File: src/source/rv_consts.svh
`ifndef RV_CONSTS_SVH
`define RV_CONSTS_SVH

`define RV_XLEN       32
`define RV_REG_BITS   5
`define RV_IMEM_WORDS 256 // power of two so addresses wrap
`define RV_DMEM_WORDS 256

// major opcodes, inst[6:0]
`define RV_OP_LUI    7'b0110111
`define RV_OP_AUIPC  7'b0010111
`define RV_OP_JAL    7'b1101111
`define RV_OP_JALR   7'b1100111
`define RV_OP_BRANCH 7'b1100011
`define RV_OP_LOAD   7'b0000011
`define RV_OP_STORE  7'b0100011
`define RV_OP_IMM    7'b0010011
`define RV_OP_REG    7'b0110011

`define RV_F3_ADD  3'b000 // also SUB
`define RV_F3_SLL  3'b001
`define RV_F3_SLT  3'b010
`define RV_F3_SLTU 3'b011
`define RV_F3_XOR  3'b100
`define RV_F3_SRL  3'b101 // also SRA
`define RV_F3_OR   3'b110
`define RV_F3_AND  3'b111

`define RV_F3_BEQ  3'b000
`define RV_F3_BNE  3'b001
`define RV_F3_BLT  3'b100
`define RV_F3_BGE  3'b101
`define RV_F3_BLTU 3'b110
`define RV_F3_BGEU 3'b111

`define RV_F3_WORD 3'b010 // LW / SW only
`define RV_F3_JALR 3'b000

`define RV_F7_BASE 7'b0000000
`define RV_F7_ALT  7'b0100000 // SUB, SRA, SRAI

`endif

File: src/source/rvPkg.sv
`include "rv_consts.svh"

package rvPkg;

    typedef logic [`RV_XLEN-1:0] word_t;
    typedef logic [`RV_REG_BITS-1:0] regIdx_t;

    typedef enum logic [3:0] {
        ALU_ADD, ALU_SUB, ALU_SLL, ALU_SLT, ALU_SLTU, ALU_XOR,
        ALU_SRL, ALU_SRA, ALU_OR, ALU_AND,
        ALU_PASS_B, // LUI
        ALU_ADD_PC  // AUIPC
    } aluOp_t;

    typedef enum logic [2:0] {
        CLS_ALU_REG, CLS_ALU_IMM, CLS_UPPER, CLS_JAL,
        CLS_JALR, CLS_BRANCH, CLS_LOAD, CLS_STORE
    } instClass_t;

    typedef enum logic [1:0] {
        RUN_IDLE, RUN_ACTIVE, RUN_HALTED
    } runState_t;

    typedef struct packed {
        instClass_t iClass;
        aluOp_t     aluOp;
        logic [2:0] funct3;
        regIdx_t    rs1;
        regIdx_t    rs2;
        regIdx_t    rd;
        word_t      imm;     // already picked for the class
        logic       illegal;
    } decoded_t;

    typedef struct packed {
        logic  valid;
        word_t addr; // word index into imem
        word_t inst;
    } progWrite_t;

    typedef struct packed {
        logic    valid;
        word_t   pc;
        logic    rdWrite; // never set for x0
        regIdx_t rd;
        word_t   rdValue;
        logic    memWrite;
        word_t   memAddr;
        word_t   memData;
    } retire_t;

endpackage

File: src/source/regFile.sv
`include "rv_consts.svh"

module regFile (
    input  logic           clk,
    input  logic           rst,
    input  rvPkg::regIdx_t rdAddrA,
    input  rvPkg::regIdx_t rdAddrB,
    output rvPkg::word_t   rdDataA,
    output rvPkg::word_t   rdDataB,
    input  logic           wrEn,
    input  rvPkg::regIdx_t wrAddr,
    input  rvPkg::word_t   wrData
);
    localparam int NumRegs = 1 << `RV_REG_BITS;

    rvPkg::word_t regs [0:NumRegs-1];

    // x0 is cleared by reset and never written
    assign rdDataA = regs[rdAddrA];
    assign rdDataB = regs[rdAddrB];

    always_ff @(posedge clk) begin
        if (!rst) begin
            for (int i = 0; i < NumRegs; i++)
                regs[i] <= '0;
        end else if (wrEn && wrAddr != '0) begin
            regs[wrAddr] <= wrData;
        end
    end

endmodule

File: config.mk
export PLATFORM = sky130hd
export DESIGN_NAME = regFile
export DESIGN_NICKNAME = d
export VERILOG_FILES = /design/src/source/rvPkg.sv /design/src/source/regFile.sv
export VERILOG_INCLUDE_DIRS = /design/src /design/src/source
export SDC_FILE = /design/constraint.sdc
export NUM_CORES = 2
export LEC_CHECK = 0
export ABC_CLOCK_PERIOD_IN_PS = 4850
export BUFFER_PORTS_ARGS = -buffer_cell sky130_fd_sc_hd__clkbuf_2
export CAP_MARGIN = 5
export CORE_UTILIZATION = 50
export CTS_CLUSTER_DIAMETER = 120
export CTS_CLUSTER_SIZE = 14
export DETAILED_ROUTE_END_ITERATION = 8
export PLACE_DENSITY = 0.76
export SYNTH_ARGS = -nofsm -noshare
export SYNTH_HDL_FRONTEND = slang
export SYNTH_SLANG_ARGS = --single-unit
File: constraint.sdc
create_clock -name clk -period 4.85 [get_ports clk]
set_clock_uncertainty 0.05 [all_clocks]
set_input_delay 0.485 -clock clk [delete_from_list [all_inputs] [get_ports clk]]
set_output_delay 0.485 -clock clk [all_outputs]
set_load 0.03 [all_outputs]
======== Yosys cells after proc, flatten, opt, wreduce, memory -nomap -nowiden ========
Memories as Yosys holds them, arrays and structs flattened.
Index checks and enable logic that the tools add are counted.
cells by class
  reduce and logical (&&, ||, !) cells .... 3
  mux-type cells .......................... 7
operator list
  operator             count
  $mux W32             1
  $reduce_or A32 Y1    1
  $mux W1              5
  $mux W5              1
  $reduce_bool A5 Y1   1
  $logic_and A1 B1 Y1  1
word-level totals
  output and inout bits ................... 64
  bits in registers ....................... 0
  memories ................................ 1
  input bits .............................. 50
  word-level logic and storage cells ...... 11
  RAM bits ................................ 1024
memory list
  name  depth  bits a word  read ports  clocked after Yosys merged registers in  wr ports  line           source
  regs  32     32           2           0                                        32        regFile.sv:16  rvPkg::word_t regs [0:NumRegs-1];

======== Depth between registers and ports, before layout ========
  depth after elaboration ................. 7
  mapped depth ............................ 8
  mapped depth without buffers ............ 5

======== Least setup slack after synthesis ========
OpenSTA, ideal clock, no wires.
  path type ............................... in2reg
  start ................................... input port rst
  end ..................................... memory regs[24][0] (netlist name) (enable)
  setup time .............................. 0.466 ns
  data required time ...................... 4.334 ns
  cell stages on the path ................. 4
  path slack .............................. 0.964 ns
  path buffers ............................ 1
  data arrival time ....................... 3.371 ns
  cell sequence ........................... nand2_1 > or3_4 > buf_6 > o21ai_0
RTL lines
  element      line           source
  from (decl)  regFile.sv:5   input logic rst,
  to (decl)    regFile.sv:16

======== Final worst setup path ========
  start ................................... input port rdAddrA[2]
  end ..................................... output port rdDataA[13]
between the ends
  cells in the longest elaborated chain, start to end .. 1
RTL lines
  element          line          source
  from (decl)      regFile.sv:6  input rvPkg::regIdx_t rdAddrA,
  $mem_v2 Z32 W32  --
  to (decl)        regFile.sv:8  output rvPkg::word_t rdDataA,
Every way passes these cells.

==> flow_summary.toml <==
[place]
dp.cells = 5946
portBuffers = 113
post-place-ws_ps = 1410
gp_congestion = 0.878
dpl.hpwl_mm = 109
place_area_um2 = 58400

[critical_path]
crit_family = "simple AND/OR/NAND/NOR gates"
critPathLaunchType = "primary input"
cp_max_fo = 23
crit_slowest_cell = "nor2b_4"
cp_cell_sequence = "clkbuf_2, nor2b_4, buf_12, a22oi_1, a31oi_1, nand3_1, clkbuf_2"
cp-end-kind = "primary output"
critPathMostFrequentCell = "clkbuf_2"
required_ps = 4320
max_stage_delay_ps = 850
criticalPathCategory = "in -> out"
path_buf_inv = 3
arrival_ps = 3040

[pwr]
leakagePower_nw = 23.6
switchingPower_mw = 5.22
netSwitchingFraction_pct = 26.9
clkPwrFrac_pct = 32.1
pwr-share-comb_pct = 13.9
ir_drop_mv = 0.285
internal_power_mw = 14.2
pwr-share-seq_pct = 54.0
finalPower_mw = 19.4
cellPowerDensity_nw_per_um2 = 320

[floorplan]
start_util_pct = 50.4
core_um2 = 111000
die_x_um = 336
rows = 122
dieArea_um2 = 113000
boundaryPins = 114
die_h_um = 336

[grt]
grt_pass1_vias = 39300
grt_pass1_wl_mm = 267
grt_max_degree = 79
grt_overflow = 0
grt_usage_pct = 32.7
antenna_found_initial = 18

[layout]
drive_gt1_share_pct = 9.69
reg_top3 = "regs x1024"
register_area_um2 = 30700
fin_util_pct = 54.9
area_growth_pct = 8.87
fin_area_um2 = 60700
multi_input_area_um2 = 23600
largest_register_ff_count = 1024
final_cells = 6051
final_nets = 4593
top_register = "regs"
fillCellCount = 9038

[synth]
synth_area_um2 = 55700
synth_cell_type_count = 32
synthCells = 4609
yosysWarnings = 0
ys_seq_elements = 1024
yosysSeqAreaShare_pct = 55.2
syn_area_per_cell_um2 = 12.1

[route]
drcViolationCount = 0
vias_per_cell = 6.69
dr.pass1.iters = 6
routed_wl_mm = 188
first_iter_violations = 6288
detail-route-antenna-nets = 0
avgRoutedWirePerCell_um = 31.1
vias = 40500

[clock_network]
cts_tree = "yes"
cts_resized = 0
htreeDepth = 3
clk_path_buf_depth = 3
clock_sinks = 1024
ctsHoldBuffers = 0
cts_buffers = 83
cts_root_buf = "clkbuf_16"
clk_pin_slew_ps = 60
post_cts_buffers = 0

[hold_path]
worstHoldPathCells = 2
hold_path.class = "in -> reg"
hp-start = "wrData[22]"
min_to = "regs[11][22]$_SDFFCE_PN0P_"

[timing]
tightest_slew_ps = 1430
min_period_over_period_pct = 73.6
finalCriticalPeriod_ps = 3570
slew_violations = 0
hold_violations = 0
finalSetupTns_ps = 0
hold_slack_ps = 451
relSlewSlack_pct = 4.77
setup_viol = 0
rsz0062_at_grt = "false"
max_freq_ghz = 0.280
fin_ws_ps = 1280

[status]
status = "completed"

[run]
cap_violations = 0
==> cells in the final DEF (no fill, tap or decap), types with 4 or more instances in the layout <==
cell	instances
mux2i_1	1024
edfxtp_1	1024
and2_1	992
nand2_1	194
nand3_1	193
a22oi_1	192
a21oi_1	192
a22o_1	128
buf_4	115
clkbuf_2	110
clkbuf_16	85
nor3_1	64
a31oi_1	64
buf_12	40
conb_1	32
o21ai_4	31
nor2_4	21
diode_2	13
nor2_2	12
nor2b_4	4
==> how the worst max path moves through the flow <==
stage,startpoint,slack [ps],end,cells past startpoint
2_1_floorplan,rst,960,regs[24][0]$_SDFFCE_PN0P_,4
3_3_place_gp,rdAddrA[2],1430,rdDataA[7],8
3_5_place_dp,rdAddrA[2],1410,rdDataA[7],8
4_1_cts,rdAddrA[2],1400,rdDataA[7],8
5_1_grt,rdAddrA[1],1340,rdDataA[0],8
6_report,rdAddrA[2],1280,rdDataA[13],7
==> Yosys cell counts, drive strengths merged <==
library cell / instances / share of area, %
nor2b: 4 / 0.045
nand3b: 3 / 0.040
nor2: 35 / 0.33
conb: 1 / 0.0067
buf: 178 / 1.8
inv: 1 / 0.0067
nand4b: 1 / 0.016
nand2b: 4 / 0.045
or3b: 2 / 0.031
nand3: 193 / 1.7
clkbuf: 272 / 1.9
or2: 2 / 0.022
or3: 2 / 0.031
a21oi: 192 / 1.7
edfxtp: 1024 / 55
o21ai: 31 / 0.28
nand4: 1 / 0.011
and2: 994 / 11
a22oi: 192 / 2.6
mux2i: 1024 / 18
a22o: 128 / 2.0
nand2: 197 / 1.3
a31oi: 64 / 0.72
nor3: 64 / 0.57
==> power by group through the flow <==
stage,clock [mW],combinational [mW],sequential [mW]
after CTS,6.21,2.62,10.5
final,6.23,2.69,10.5
after global routing,6.48,2.78,10.5
after detailed placement,0,2.61,10.7
after global placement,0,2.58,10.6
after floorplan,0,1.67,10.6
==> final cells by class <==
type | instances | share of cell area, %
clock inverter | 7 | 0.126
clock buffer | 85 | 3.51
multi-input combinational | 3165 | 38.8
timing repair buffer | 268 | 3.71
sequential | 1024 | 50.7
inverter | 1 | 0.00619
antenna | 13 | 0.0536
tap | 1488 | 3.07
==> logic make-up (layout without fill, tap and decap cells) <==
| logic type | count (synthesis) | in the layout | share of synthesized area (%) |
|---|---|---|---|
| multiplexers | 1024 | 1024 | 18.4 |
| flip-flops | 1024 | 1024 | 55.2 |
| AND/OR/NAND/NOR | 1502 | 1502 | 15.4 |
| AO/OA/AOI/OAI | 607 | 607 | 7.32 |
| buffers and inverters | 451 | 361 | 3.71 |
| other | 1 | 45 | 0.00673 |
==> per-layer routing <==
metal	wire length [um]	up-vias	global-route usage [%]
li1	-	16700	-
met1	69700	20000	42.8
met2	82900	3117	49.0
met3	26000	643	10.1
met4	9720	14	16.7
met5	107	-	0
No activity file was read; power rests on OpenSTA's default activity.
