$ cat src/source/rv_consts.svh
`ifndef RV_CONSTS_SVH
`define RV_CONSTS_SVH

`define RV_XLEN       32
`define RV_REG_BITS   5
`define RV_IMEM_WORDS 256 // power of two so addresses wrap
`define RV_DMEM_WORDS 256

// major opcodes, inst[6:0]
`define RV_OP_LUI    7'b0110111
`define RV_OP_AUIPC  7'b0010111
`define RV_OP_JAL    7'b1101111
`define RV_OP_JALR   7'b1100111
`define RV_OP_BRANCH 7'b1100011
`define RV_OP_LOAD   7'b0000011
`define RV_OP_STORE  7'b0100011
`define RV_OP_IMM    7'b0010011
`define RV_OP_REG    7'b0110011

`define RV_F3_ADD  3'b000 // also SUB
`define RV_F3_SLL  3'b001
`define RV_F3_SLT  3'b010
`define RV_F3_SLTU 3'b011
`define RV_F3_XOR  3'b100
`define RV_F3_SRL  3'b101 // also SRA
`define RV_F3_OR   3'b110
`define RV_F3_AND  3'b111

`define RV_F3_BEQ  3'b000
`define RV_F3_BNE  3'b001
`define RV_F3_BLT  3'b100
`define RV_F3_BGE  3'b101
`define RV_F3_BLTU 3'b110
`define RV_F3_BGEU 3'b111

`define RV_F3_WORD 3'b010 // LW / SW only
`define RV_F3_JALR 3'b000

`define RV_F7_BASE 7'b0000000
`define RV_F7_ALT  7'b0100000 // SUB, SRA, SRAI

`endif

$ cat src/source/rvPkg.sv
`include "rv_consts.svh"

package rvPkg;

    typedef logic [`RV_XLEN-1:0] word_t;
    typedef logic [`RV_REG_BITS-1:0] regIdx_t;

    typedef enum logic [3:0] {
        ALU_ADD, ALU_SUB, ALU_SLL, ALU_SLT, ALU_SLTU, ALU_XOR,
        ALU_SRL, ALU_SRA, ALU_OR, ALU_AND,
        ALU_PASS_B, // LUI
        ALU_ADD_PC  // AUIPC
    } aluOp_t;

    typedef enum logic [2:0] {
        CLS_ALU_REG, CLS_ALU_IMM, CLS_UPPER, CLS_JAL,
        CLS_JALR, CLS_BRANCH, CLS_LOAD, CLS_STORE
    } instClass_t;

    typedef enum logic [1:0] {
        RUN_IDLE, RUN_ACTIVE, RUN_HALTED
    } runState_t;

    typedef struct packed {
        instClass_t iClass;
        aluOp_t     aluOp;
        logic [2:0] funct3;
        regIdx_t    rs1;
        regIdx_t    rs2;
        regIdx_t    rd;
        word_t      imm;     // already picked for the class
        logic       illegal;
    } decoded_t;

    typedef struct packed {
        logic  valid;
        word_t addr; // word index into imem
        word_t inst;
    } progWrite_t;

    typedef struct packed {
        logic    valid;
        word_t   pc;
        logic    rdWrite; // never set for x0
        regIdx_t rd;
        word_t   rdValue;
        logic    memWrite;
        word_t   memAddr;
        word_t   memData;
    } retire_t;

endpackage

$ cat src/source/instDecode.sv
`include "rv_consts.svh"

module instDecode (
    input  rvPkg::word_t    inst,
    output rvPkg::decoded_t dec
);
    logic [6:0]   opcode;
    logic [2:0]   funct3;
    logic [6:0]   funct7;
    rvPkg::word_t immI, immS, immB, immU, immJ;

    function automatic rvPkg::aluOp_t aluSel(input logic [2:0] f3, input logic alt);
        case (f3)
            `RV_F3_ADD:  aluSel = alt ? rvPkg::ALU_SUB : rvPkg::ALU_ADD;
            `RV_F3_SLL:  aluSel = rvPkg::ALU_SLL;
            `RV_F3_SLT:  aluSel = rvPkg::ALU_SLT;
            `RV_F3_SLTU: aluSel = rvPkg::ALU_SLTU;
            `RV_F3_XOR:  aluSel = rvPkg::ALU_XOR;
            `RV_F3_SRL:  aluSel = alt ? rvPkg::ALU_SRA : rvPkg::ALU_SRL;
            `RV_F3_OR:   aluSel = rvPkg::ALU_OR;
            `RV_F3_AND:  aluSel = rvPkg::ALU_AND;
        endcase
    endfunction

    assign opcode = inst[6:0];
    assign funct3 = inst[14:12];
    assign funct7 = inst[31:25]; // doubles as immI[11:5] for shifts

    assign immI = {{20{inst[31]}}, inst[31:20]};
    assign immS = {{20{inst[31]}}, inst[31:25], inst[11:7]};
    assign immB = {{19{inst[31]}}, inst[31], inst[7], inst[30:25], inst[11:8], 1'b0};
    assign immU = {inst[31:12], 12'b0};
    assign immJ = {{11{inst[31]}}, inst[31], inst[19:12], inst[20], inst[30:21], 1'b0};

    always_comb begin
        dec.iClass  = rvPkg::CLS_ALU_REG;
        dec.aluOp   = rvPkg::ALU_ADD; // loads, stores, jumps use ADD
        dec.funct3  = funct3;
        dec.rs1     = inst[19:15];
        dec.rs2     = inst[24:20];
        dec.rd      = inst[11:7];
        dec.imm     = immI;
        dec.illegal = 1'b0;
        case (opcode)
            `RV_OP_REG: begin
                dec.aluOp = aluSel(funct3, funct7[5]);
                if (funct3 == `RV_F3_ADD || funct3 == `RV_F3_SRL)
                    dec.illegal = funct7 != `RV_F7_BASE && funct7 != `RV_F7_ALT;
                else
                    dec.illegal = funct7 != `RV_F7_BASE;
            end
            `RV_OP_IMM: begin
                dec.iClass = rvPkg::CLS_ALU_IMM;
                dec.aluOp  = aluSel(funct3, funct3 == `RV_F3_SRL && funct7[5]); // no SUBI
                if (funct3 == `RV_F3_SLL)
                    dec.illegal = funct7 != `RV_F7_BASE;
                else if (funct3 == `RV_F3_SRL)
                    dec.illegal = funct7 != `RV_F7_BASE && funct7 != `RV_F7_ALT;
            end
            `RV_OP_LUI: begin
                dec.iClass = rvPkg::CLS_UPPER;
                dec.aluOp  = rvPkg::ALU_PASS_B;
                dec.imm    = immU;
            end
            `RV_OP_AUIPC: begin
                dec.iClass = rvPkg::CLS_UPPER;
                dec.aluOp  = rvPkg::ALU_ADD_PC;
                dec.imm    = immU;
            end
            `RV_OP_JAL: begin
                dec.iClass = rvPkg::CLS_JAL;
                dec.imm    = immJ;
            end
            `RV_OP_JALR: begin
                dec.iClass  = rvPkg::CLS_JALR;
                dec.illegal = funct3 != `RV_F3_JALR;
            end
            `RV_OP_BRANCH: begin
                dec.iClass  = rvPkg::CLS_BRANCH;
                dec.imm     = immB;
                dec.illegal = !(funct3 inside {`RV_F3_BEQ, `RV_F3_BNE, `RV_F3_BLT,
                                               `RV_F3_BGE, `RV_F3_BLTU, `RV_F3_BGEU});
            end
            `RV_OP_LOAD: begin
                dec.iClass  = rvPkg::CLS_LOAD;
                dec.illegal = funct3 != `RV_F3_WORD; // byte/half not supported
            end
            `RV_OP_STORE: begin
                dec.iClass  = rvPkg::CLS_STORE;
                dec.imm     = immS;
                dec.illegal = funct3 != `RV_F3_WORD;
            end
            default: dec.illegal = 1'b1; // unknown opcode
        endcase
    end

endmodule

$ cat config.mk
export PLATFORM = sky130hd
export DESIGN_NAME = instDecode
export DESIGN_NICKNAME = d
export VERILOG_FILES = /design/src/source/rvPkg.sv /design/src/source/instDecode.sv
export VERILOG_INCLUDE_DIRS = /design/src /design/src/source
export SDC_FILE = /design/constraint.sdc
export NUM_CORES = 1
export LEC_CHECK = 0
export ABC_AREA = 0
export BUFFER_PORTS_ARGS = -buffer_cell sky130_fd_sc_hd__buf_2
export CAP_MARGIN = 5
export CELL_PAD_IN_SITES_DETAIL_PLACEMENT = 1
export CELL_PAD_IN_SITES_GLOBAL_PLACEMENT = 2
export CORE_ASPECT_RATIO = 0.75
export CORE_MARGIN = 2
export CORE_UTILIZATION = 17
export DETAILED_ROUTE_END_ITERATION = 12
export PLACE_DENSITY = 0.89
export SLEW_MARGIN = 20
export SYNTH_ARGS = -nofsm -noshare
export SYNTH_HDL_FRONTEND = slang
export SYNTH_SLANG_ARGS = --single-unit
export TNS_END_PERCENT = 5
$ cat constraint.sdc
create_clock -name vclk -period 2.1
set_clock_uncertainty 0.15 [all_clocks]
set_input_delay 0.42 -clock vclk [all_inputs]
set_output_delay 0.42 -clock vclk [all_outputs]
set_load 0.01 [all_outputs]
* Word level (Yosys, flattened, before mapping) *
Index checks and enable logic that the tools add are counted.

storage, ports and cells
  register bits after elaboration = 0
  bits of input ports = 32
  word-level logic and storage cells = 42

cells by class
  equal/unequal tests = 18
  mux-type cells = 13
  reduce and logical (&&, ||, !) cells = 11

operator list
  operator                                                                  number
  31-bit one-hot mux with 4 select lines                                    1
  4-bit one-hot mux with 8 select lines                                     2
  7-bit by 6-bit equality test with 1-bit output (second input constant)    3
  7-bit equality test (second input constant)                               3
  3-bit one-hot mux with 7 select lines                                     1
  4-bit one-hot mux with 4 select lines                                     1
  7-bit by 5-bit equality test with 1-bit output (second input constant)    2
  3-bit equality test (second input constant)                               4
  7-bit by 2-bit equality test with 1-bit output (second input constant)    1
  1-bit 2-to-1 mux                                                          7
  7-bit by 6-bit inequality test with 1-bit output (second input constant)  1
  7-bit nonzero test                                                        1
  3-bit by 2-bit equality test with 1-bit output (second input constant)    2
  1-bit one-hot mux with 6 select lines                                     1
  6-bit nonzero test                                                        1
  2-bit OR reduction                                                        2
  3-bit by 1-bit equality test with 1-bit output (second input constant)    1
  3-bit logical NOT                                                         1
  3-bit by 2-bit inequality test with 1-bit output (second input constant)  1
  3-bit nonzero test                                                        1
  3-bit OR reduction                                                        1
  1-bit logical AND                                                         2
  1-bit logical NOT                                                         1
  1-bit logical OR                                                          1

* Depth between registers and ports, before layout *
  depth after elaboration = 5
  mapped depth = 7
  depth with buffers taken out = 4

* Least setup slack after synthesis *
OpenSTA, ideal clock, no wires.

  path kind = input to output
  from = in inst[6]
  to = out dec[51] (netlist name)
  arrival time = 1.582 ns
  required time = 1.530 ns
  setup slack = -0.052 ns
  cell stages on the path = 4
  path buffers = 1
  cell sequence = buf_6 > nand2b_4 > or4_4 > o32ai_1

RTL lines
  item             line             source
  start, declared  instDecode.sv:4  input rvPkg::word_t inst,
  end, declared    instDecode.sv:5  output rvPkg::decoded_t dec

==> summary.txt <==
STA
  – Final worst slack: -0.118 ns
  – RSZ-0062 raised after global routing: yes
  – Setup Viol. Count Final: 31
  – Max Clock Freq: 451 MHz
  – Final setup TNS: -2.05 ns
  – Final min period: 2.22 ns
  – Worst-margin pin slew: 0.384 ns
  – Final Slew Violations: 0
  – Post-route clock period utilization: 106%
  – Final Hold Fails: 0
  – Relative slew slack: 74.3%

Critical path
  – Req. time, crit path: 1.53 ns
  – Critical path capture point type: output port
  – Top delay family on crit path: buffers and inverters
  – CP Max Fanout: 9
  – Cell repeated most along the worst path: buf_6
  – Startpoint types: input port
  – Path type of the worst setup path: input port to output port
  – Crit-path slowest cell: or3_4
  – WP data arrival: about 1.7 ns
  – Worst Path Buf+Inv: 4
  – Critical path, cell by cell: buf_8 -> buf_6 -> nand3b_4 -> or3_4 -> buf_6 -> o32ai_2 -> buf_2
  – Critical path's largest stage delay: 0.39 ns

Placed design
  – Placer Congestion: 0.801
  – PortBufs: 90
  – Worst slack, placed: -0.269 ns
  – HPWL after DPL: slightly above 3000 µm
  – Area post-placement: around 1400 µm²

Synthesis
  – Cells after Synth: ~130
  – Post-synth top area share: about 17%
  – Synthesized Nets: 158
  – Top cell type by total area after synthesis: a21o_1
  – Synth top area cells: a21o_1, buf_4, buf_6
  – Syn. warnings: 0
  – Seq/Total Area, Yosys: 0%
  – Synth unique cells: 42
  – Syn_area_per_cell: around 7.1 µm²
  – Synthesized area: 888 µm²

Cells and area
  – Nets: 250
  – Ant. Diodes: 0
  – Clock buffer count: 0
  – Share of cells above drive strength 1: 64.8%
  – P&R area growth vs syn: 78.2%
  – # fillers: 656
  – FF+latch count: 0
  – FF/Latch Area: 0 µm²
  – Final Cell Area: 1580 µm²
  – Area of the multi-input gates: 758 µm²

Power
  – Pwr Density: roughly 190 nW/µm²
  – Pleak: 0.890 nW
  – Max VDD drop: 70.9 µV

Global routing
  – Initial antenna violation count: 0
  – Gr usage total: 12.0%
  – Largest net degree at the start of global routing: 12
  – First-pass GRT wire length: 5780 µm
  – GR Overflow Total: 0
  – Vias in the first global route: 1192

Detailed routing
  – Iter 0 DRT Violations: 33
  – Vias: between 1000 and 1500
  – Routed len/inst: 13.6 µm
  – First-pass detailed-route iteration total: 4
  – Avg Vias per Cell: 4.44
  – ANT nets after route: 0
  – Drc violations: 0
  – Final wirelength: 3740 µm

Clock tree
  – Hold Buf Count CTS: 0

Outcome
  – Violated checks: negative setup slack
  – Status: finished, violations left

Die
  – Die Y: 66.6 µm
  – Die footprint: 5830 µm²
  – Core area: 4950 µm²
  – Initial Utilization: 17.9%
  – Count of boundary I/O pins: 90
  – Rows: 22
  – Horiz. Die Dim: 87.5 µm

Flow run
  – Total of max-cap violations: 0

Min path
  – Worst Hold Class: input port to output port
==> worst paths after layout <==
kind / startpoint / to / slack, ns / cells after the start
min: inst[16] / dec[44] / 0.89 / 2
max: inst[6] / dec[51] / -0.12 / 7
==> routing by layer <==
layer	vias to the layer above	track usage (%)	routed length, µm
met2	33	21.5	1890
met1	567	16.9	1720
met3	0	0.248	125
met4	0	0	0
met5	-	0	0
li1	625	-	-
==> what timing repair did <==
action / in CTS / in global routing
resized for setup: 23 / 17
cloned: 1 / 0
pin swaps: 8 / 6
setup endpoints to repair: 37 / 38
setup buffers: 1 / 0
==> stage by stage <==
step / cells / utilization [%] / power (mW) / hold WS (ns)
after floorplan: 126 / - / 0.156 / 0.782
after global placement: 274 / 28.5 / 0.262 / 0.890
after detailed placement: 274 / 28.5 / 0.266 / 0.893
after CTS: 276 / 30.4 / 0.286 / 0.893
after global routing: 276 / 31.9 / 0.327 / 0.902
final: 276 / 31.9 / 0.301 / 0.891
==> cells by family after synthesis <==
group	count (synthesis)	synth area share, %
AND/OR/NAND/NOR	50	37.0
AO/OA/AOI/OAI	45	37.2
buffers and inverters	30	24.6
multiplexers	1	1.13
==> power by group <==
| part | internal (mW) | leakage, nW | switching [mW] |
|---|---|---|---|
| Sequential | 0 | 0 | 0 |
| Combinational | 0.155 | 0.890 | 0.147 |
| Clock | 0 | 0 | 0 |
| Total | 0.155 | 0.890 | 0.147 |
==> layout by cell type (no fill, tap or decap), types with 4 or more instances in the layout <==
master and instances:
a21o_1 20, a21oi_1 4, a22o_1 4, and2_4 7
buf_2 80, buf_4 24, buf_6 13, nand2_1 5
nor2_1 4, nor2b_1 5, nor3_1 4, o21ai_1 4
==> area by class of cell <==
cell class                 instances  area share (%)
multi-input combinational         97            47.9
timing repair buffer             119            47.4
tap                               60            4.74
==> cell usage after synthesis (2+ instances only) <==
cell type,instances
a21o_1,20
buf_4,19
and2_1,6
nor2b_1,6
o21ai_0,6
nand2_1,5
nor2_1,5
a21oi_1,4
a22o_1,4
buf_2,4
buf_6,4
nand2b_1,4
nor3_1,4
clkbuf_1,3
nand3_1,3
nand3b_1,2
o21a_1,2
(Power assumes the default switching activity.)
