File: config.mk
export PLATFORM = sky130hd
export DESIGN_NAME = pcSequencer
export DESIGN_NICKNAME = d
export VERILOG_FILES = /design/src/source/rvPkg.sv /design/src/source/pcSequencer.sv
export VERILOG_INCLUDE_DIRS = /design/src /design/src/source
export SDC_FILE = /design/constraint.sdc
export NUM_CORES = 1
export LEC_CHECK = 0
export BUFFER_PORTS_ARGS = -buffer_cell sky130_fd_sc_hd__buf_2
export CORE_MARGIN = 5
export CORE_UTILIZATION = 48
export DETAILED_ROUTE_END_ITERATION = 12
export GPL_ROUTABILITY_DRIVEN = 0
export PLACE_DENSITY = 0.79
export SYNTH_ARGS = -nofsm -noshare
export SYNTH_HDL_FRONTEND = slang
export SYNTH_SLANG_ARGS = --single-unit
File: constraint.sdc
create_clock -name clk -period 3.07 [get_ports clk]
set_input_delay 0.307 -clock clk [delete_from_list [all_inputs] [get_ports clk]]
set_output_delay 0.307 -clock clk [all_outputs]
set_load 0.02 [all_outputs]
File: src/source/rv_consts.svh
`ifndef RV_CONSTS_SVH
`define RV_CONSTS_SVH

`define RV_XLEN       32
`define RV_REG_BITS   5
`define RV_IMEM_WORDS 256 // power of two so addresses wrap
`define RV_DMEM_WORDS 256

// major opcodes, inst[6:0]
`define RV_OP_LUI    7'b0110111
`define RV_OP_AUIPC  7'b0010111
`define RV_OP_JAL    7'b1101111
`define RV_OP_JALR   7'b1100111
`define RV_OP_BRANCH 7'b1100011
`define RV_OP_LOAD   7'b0000011
`define RV_OP_STORE  7'b0100011
`define RV_OP_IMM    7'b0010011
`define RV_OP_REG    7'b0110011

`define RV_F3_ADD  3'b000 // also SUB
`define RV_F3_SLL  3'b001
`define RV_F3_SLT  3'b010
`define RV_F3_SLTU 3'b011
`define RV_F3_XOR  3'b100
`define RV_F3_SRL  3'b101 // also SRA
`define RV_F3_OR   3'b110
`define RV_F3_AND  3'b111

`define RV_F3_BEQ  3'b000
`define RV_F3_BNE  3'b001
`define RV_F3_BLT  3'b100
`define RV_F3_BGE  3'b101
`define RV_F3_BLTU 3'b110
`define RV_F3_BGEU 3'b111

`define RV_F3_WORD 3'b010 // LW / SW only
`define RV_F3_JALR 3'b000

`define RV_F7_BASE 7'b0000000
`define RV_F7_ALT  7'b0100000 // SUB, SRA, SRAI

`endif

File: src/source/rvPkg.sv
`include "rv_consts.svh"

package rvPkg;

    typedef logic [`RV_XLEN-1:0] word_t;
    typedef logic [`RV_REG_BITS-1:0] regIdx_t;

    typedef enum logic [3:0] {
        ALU_ADD, ALU_SUB, ALU_SLL, ALU_SLT, ALU_SLTU, ALU_XOR,
        ALU_SRL, ALU_SRA, ALU_OR, ALU_AND,
        ALU_PASS_B, // LUI
        ALU_ADD_PC  // AUIPC
    } aluOp_t;

    typedef enum logic [2:0] {
        CLS_ALU_REG, CLS_ALU_IMM, CLS_UPPER, CLS_JAL,
        CLS_JALR, CLS_BRANCH, CLS_LOAD, CLS_STORE
    } instClass_t;

    typedef enum logic [1:0] {
        RUN_IDLE, RUN_ACTIVE, RUN_HALTED
    } runState_t;

    typedef struct packed {
        instClass_t iClass;
        aluOp_t     aluOp;
        logic [2:0] funct3;
        regIdx_t    rs1;
        regIdx_t    rs2;
        regIdx_t    rd;
        word_t      imm;     // already picked for the class
        logic       illegal;
    } decoded_t;

    typedef struct packed {
        logic  valid;
        word_t addr; // word index into imem
        word_t inst;
    } progWrite_t;

    typedef struct packed {
        logic    valid;
        word_t   pc;
        logic    rdWrite; // never set for x0
        regIdx_t rd;
        word_t   rdValue;
        logic    memWrite;
        word_t   memAddr;
        word_t   memData;
    } retire_t;

endpackage

File: src/source/pcSequencer.sv
`include "rv_consts.svh"

module pcSequencer (
    input  logic            clk,
    input  logic            rst,
    input  logic            advance,
    input  rvPkg::decoded_t dec,
    input  rvPkg::word_t    rs1Val,
    input  rvPkg::word_t    rs2Val,
    output rvPkg::word_t    pc,
    output rvPkg::word_t    linkValue,
    output logic            misaligned
);
    rvPkg::word_t seqPc, target, jalrSum, pcNext;
    logic         takeBranch;
    logic         redirect;

    assign seqPc     = pc + rvPkg::word_t'(4);
    assign linkValue = seqPc;
    assign jalrSum   = rs1Val + dec.imm;

    always_comb begin
        case (dec.funct3)
            `RV_F3_BEQ:  takeBranch = rs1Val == rs2Val;
            `RV_F3_BNE:  takeBranch = rs1Val != rs2Val;
            `RV_F3_BLT:  takeBranch = $signed(rs1Val) < $signed(rs2Val);
            `RV_F3_BGE:  takeBranch = $signed(rs1Val) >= $signed(rs2Val);
            `RV_F3_BLTU: takeBranch = rs1Val < rs2Val;
            `RV_F3_BGEU: takeBranch = rs1Val >= rs2Val;
            default:     takeBranch = 1'b0; // reserved, decode flags it
        endcase
    end

    always_comb begin
        target   = pc + dec.imm;
        redirect = 1'b0;
        case (dec.iClass)
            rvPkg::CLS_JAL:    redirect = 1'b1;
            rvPkg::CLS_JALR: begin
                target   = {jalrSum[`RV_XLEN-1:1], 1'b0}; // low bit dropped
                redirect = 1'b1;
            end
            rvPkg::CLS_BRANCH: redirect = takeBranch;
            default:           redirect = 1'b0;
        endcase
    end

    assign pcNext     = redirect ? target : seqPc;
    assign misaligned = redirect && (target[1:0] != 2'b00); // only taken targets fault

    always_ff @(posedge clk) begin
        if (!rst)
            pc <= '0;
        else if (advance)
            pc <= pcNext;
    end

    pcAligned: assert property (@(posedge clk) disable iff (!rst) pc[1:0] == 2'b00);

endmodule

## Word level (Yosys, flattened, before mapping)

Cells that the tools add are included.

| operators by class | value |
|---|---|
| add/subtract/negate cells | 3 |
| $lt $le $gt $ge | 4 |
| eq/ne operators | 10 |
| mux-type cells | 4 |
| reduce and logical (&&, ||, !) cells | 4 |

Operators by type and width:

| operator | number |
|---|---|
| adder 32 bit | 2 |
| greater-or-equal comparator 32 bit | 2 |
| less-than comparator 32 bit | 2 |
| two-way mux 32 bit | 2 |
| adder 32 x 3 -> 32 bit (second input constant) | 1 |
| == test 32 bit | 1 |
| inequality test 32 bit | 1 |
| == test 3 bit (second input constant) | 6 |
| one-hot mux 1 bit (6 select lines) | 1 |
| == test 3 x 1 -> 1 bit (second input constant) | 1 |
| == test 3 x 2 -> 1 bit (second input constant) | 1 |
| zero test 3 bit | 1 |
| one-hot mux 1 bit (2 select lines) | 1 |
| nonzero test 2 bit | 1 |
| OR reduction 2 bit | 1 |
| logical AND 1 bit | 1 |

| storage, ports and cells | value |
|---|---|
| register bits | 32 |
| input bits | 125 |
| output and inout bits | 65 |
| logic and storage cells | 26 |

## Logic depth before layout (Yosys ltp)

| depth | value |
|---|---|
| word-level depth | 4 |
| mapped depth | 15 |

## Worst setup path before layout

No wires, ideal clock.

| timing path | value |
|---|---|
| path kind | input port to flip-flop |
| start point | in rs2Val[15] |
| end point | reg pc[23] |
| arrival | 3.086 ns |
| data required time | 2.938 ns |
| setup slack | -0.148 ns |
| stages | 13 |
| cell sequence | inv_1 ha_1 nand4_1 a2111o_1 a31oi_1 mux2_2 o211a_1 o31ai_4 and2_1 buf_2 mux2_1 o21ai_1 a21oi_1 |

| between the ends | value |
|---|---|
| word-level cells in the longest chain between the ends | 4 |
| elaborated cells on any way between the ends | 9 |

RTL lines:

| item | line | text |
|---|---|---|
| start: declaration | pcSequencer.sv:9 | `input rvPkg::word_t rs2Val,` |
| greater-or-equal comparator 32 bit, or another cell as far along | pcSequencer.sv:29 | `` `RV_F3_BGEU: takeBranch = rs1Val >= rs2Val; `` |
| one-hot mux 1 bit (6 select lines) (*) | pcSequencer.sv:23 | `case (dec.funct3)` |
| one-hot mux 1 bit (2 select lines) (*) | pcSequencer.sv:37 | `case (dec.iClass)` |
| two-way mux 32 bit (*) | pcSequencer.sv:48 | `assign pcNext = redirect ? target : seqPc;` |
| end signal: assignment | pcSequencer.sv:55 | `pc <= pcNext;` |
| end: declaration | pcSequencer.sv:10 | `output rvPkg::word_t pc,` |

Mark *: on every way between the ends. The rest lies on a longest branch, timed or not.
A chain may end at the register's enable or synchronous reset.

## Worst setup path in the final report

| timing path | value |
|---|---|
| start point | in rs1Val[19] |
| end point | reg pc[25] |

| between the ends | value |
|---|---|
| word-level cells in the longest chain between the ends | 4 |
| elaborated cells on any way between the ends | 11 |

RTL lines:

| item | line | text |
|---|---|---|
| start: declaration | pcSequencer.sv:8 | `input rvPkg::word_t rs1Val,` |
| greater-or-equal comparator 32 bit, or another cell as far along | pcSequencer.sv:29 |  |
| one-hot mux 1 bit (6 select lines) | pcSequencer.sv:23 |  |
| one-hot mux 1 bit (2 select lines) | pcSequencer.sv:37 |  |
| two-way mux 32 bit (*) | pcSequencer.sv:48 |  |

Marks and branches as above.

==> impl_metrics.env <==
export IMPL_outcome="finished, violations left"
export IMPL_violations="setup timing"
export IMPL_r2r_cells=16
export IMPL_max_stage_delay_ns=0.38
export IMPL_grt_total_usage=0.286
export IMPL_cp_end_kind="register"
export IMPL_synth_seq_cells=32
export IMPL_cts_tree="yes"
export IMPL_crit_end="pc[25]$_SDFFE_PN0P_"
export IMPL_reg2reg_to="pc[25]$_SDFFE_PN0P_"
export IMPL_min_path_type="in2reg"
export IMPL_setup_ws_ns=-0.267
export IMPL_setup_viol=26
export IMPL_cp_cell_sequence="buf_2 > ha_1 > nand4_1 > nor4_4 > nor2_2 > a31oi_4 > mux2_4 > o211a_1 > o31ai_4 > nand2_1 > buf_6 > buf_4 > buf_4 > a31oi_1 > o21ai_1 > a31oi_1"
export IMPL_synth_top_area_share=0.192
export IMPL_clockBufferDepth=2
export IMPL_r2r_setup_slack_ns=-0.09
export IMPL_root_buffer="clkbuf_16"
export IMPL_grt_pass1_wl_um=34900
export IMPL_cp_depth=16
export IMPL_start_kind="primary input"
export IMPL_drt_initial_drc_count=1169
export IMPL_slew_viol_final=0
export IMPL_ys_types=76
export IMPL_h_tree_depth=2
export IMPL_numCtsBuffers=5
export IMPL_slowest_stage="nor4_4"
export IMPL_io_pins=190
export IMPL_placementRows=41
export IMPL_synth_nets=1063
export IMPL_area_growth_pct=55.3
export IMPL_die_h_um=123
export IMPL_utilization=0.756
export IMPL_fmax_mhz=300
export IMPL_peakVddDrop_mv=0.300
export IMPL_critPathLaunch="rs1Val[19]"
export IMPL_first_pass_iters=6
export IMPL_skew_ns=0.00814
export IMPL_synth_edff_count=0
export IMPL_crit_type="in2reg"
export IMPL_yosys_area_top_type="ha_1"
export IMPL_grt_setup_unrepaired="true"
export IMPL_vias=8254
export IMPL_hold_violations=0
export IMPL_drive_gt1_frac=0.401
export IMPL_netlist_instances=842
export IMPL_p_per_area_mw_per_mm2=309
export IMPL_reg_largest_list="pc x32"
export IMPL_ys_top_cells_by_area="ha_1, dfxtp_1, xnor2_1, a21oi_1, nand2_1"
export IMPL_detail_route_antenna_nets=0
export IMPL_critPathTopFamily="compound AO/OA/AOI/OAI gates"
export IMPL_place_hpwl_um=17800
export IMPL_syn_avg_cell_area_um2=7.27
export IMPL_antenna_cells=0
export IMPL_crit_buf_inv=4
export IMPL_yosysWarnings=0
export IMPL_syn_area_mm2=0.00612
export IMPL_fin_crit_sh=1.09
export IMPL_grt_ovfl_total=0
export IMPL_min_delay_start="rst"
export IMPL_avgViaCountPerCell=6.17
export IMPL_synthSimpleGateAreaFrac=0.212
export IMPL_dieArea_mm2=0.0151
export IMPL_synth_area_mux_share=0.0202
export IMPL_critPathRequiredTime_ns=3.28
export IMPL_period_needed_ns=3.34
export IMPL_grt_pass1_vias=7316
export IMPL_die_x_um=123
export IMPL_clk_pin_slew_ns=0.06
export IMPL_dp_slack_ns=-0.602
export IMPL_clk_latency_ns=0.29
export IMPL_async_flop_share=0
export IMPL_grt_start_max_net_pins=36
export IMPL_synth_compound_area_frac=0.293
export IMPL_synth_seq_area_share=0.105
export IMPL_drc=0
export IMPL_port_buffers=169
export IMPL_synth_top_family_by_area="compound AO/OA/AOI/OAI gates"
export IMPL_synth_xor_area_frac=0.116
export IMPL_postCtsHoldBufs=0
export IMPL_slew_headroom=0.594
export IMPL_crit_arrival_ns=3.55
export IMPL_drv_cap=0
export IMPL_seqCellArea_um2=652
export IMPL_clock_sinks=32
export IMPL_initial_core_util=0.487
export IMPL_core_mm2=0.0126
export IMPL_whs_path_depth=3
export IMPL_ys_flop_type="dfxtp_1"
export IMPL_p_leak_nw=4.69
export IMPL_wl_per_cell_um=19.0
export IMPL_r2r_start="pc[1]$_SDFFE_PN0P_"
export IMPL_largest_reg_flops=32
export IMPL_tightestPinTransition_ns=0.610
export IMPL_hold_ws_ns=0.415
export IMPL_synthAdderAreaFrac=0.199
export IMPL_wirelength_um=25500
export IMPL_antenna_found_initial=0
export IMPL_multi_input_area_mm2=0.00586
export IMPL_final_fill_count=864
export IMPL_worstPathMaxFanout=7
export IMPL_max_flop_register="pc"
export IMPL_final_nets=1386
-- placed cells by master (no fill, tap or decap), drive strengths merged, types with 10 or more instances in the layout --
cell type / count
o211ai: 10
xnor2: 54
nand2b: 18
a31oi: 15
a21o: 31
a21oi: 87
xor2: 26
ha: 94
dfxtp: 32
a211oi: 12
buf: 341
nor2: 68
o31ai: 12
nor4: 10
nand3: 29
nand2: 76
nand4: 16
inv: 56
o21ai: 50
-- tightest hold or removal path, cell delays in order --
cell and delay (ns):
buf_2 0.20, nand2_1 0.10, a31oi_1 0.04
-- how the worst min path moves through the flow --
| stage | end | slack (ns) |
|---|---|---|
| finish | pc[25]$_SDFFE_PN0P_ | 0.42 |
| floorplan | pc[15]$_SDFFE_PN0P_ | 0.52 |
| detailed placement | pc[30]$_SDFFE_PN0P_ | 0.50 |
| CTS | pc[25]$_SDFFE_PN0P_ | 0.38 |
| global placement | pc[30]$_SDFFE_PN0P_ | 0.49 |
| global route | pc[16]$_SDFFE_PN0P_ | 0.41 |
-- Yosys cell counts (all sizes together) (16+ instances only) --
library cell,instances
ha,94
a21oi,87
nand2,76
nor2,68
inv,56
xnor2,54
o21ai,50
dfxtp,32
a21o,31
nand3,29
xor2,26
nand2b,18
clkbuf,16
nand4,16
-- stage by stage --
step           instance area [um2]  setup TNS (ns)  instances  total power [mW]
2_1_floorplan                 6150         -0.0354        842              1.44
3_3_place_gp                  8210          -13.97       1304              1.99
3_5_place_dp                  8210          -15.55       1304              2.02
4_1_cts                       8770          -0.319       1325              2.69
5_1_grt                       9500           -5.34       1338              3.08
6_report                      9500           -1.90       1338              2.94
-- power breakdown --
group / internal (mW) / leakage [nW] / total (mW) / switching, mW
Sequential: 0.451 / 0.265 / 0.492 / 0.0406
Clock: 0.382 / 0.0808 / 0.590 / 0.208
Combinational: 0.861 / 4.35 / 1.86 / 0.997
-- per-layer routing --
layer	vias to the layer above	GRT usage	wire length (um)
met5	-	0	0
met4	0	0.0938	1460
met3	162	0.0366	2640
met2	574	0.479	11700
met1	3768	0.380	9700
li1	3750	-	-
-- cell families (layout without fill, tap and decap cells) --
logic type / count (synthesis) / after routing
flops: 32 / 32
compound gates: 276 / 276
mux: 12 / 12
xor+xnor: 80 / 80
fa+ha+maj: 96 / 96
buf+inv: 83 / 407
simple gates: 263 / 263
-- area by class of cell --
type                       count  area share
clock buffer                   6      0.0136
clock inverter                 2     0.00369
inverter                      57      0.0228
multi-input combinational    727       0.616
sequential                    32      0.0686
tap                          172      0.0226
timing repair buffer         342       0.252
-- timing repair --
item,CTS,global route
pin swaps,28,65
endpoints found under the setup margin,37,39
endpoints found under the hold margin,0,0
resized for setup,46,126
setup buffers,13,13
cloned,1,1
No activity file was read; power rests on OpenSTA's default activity.
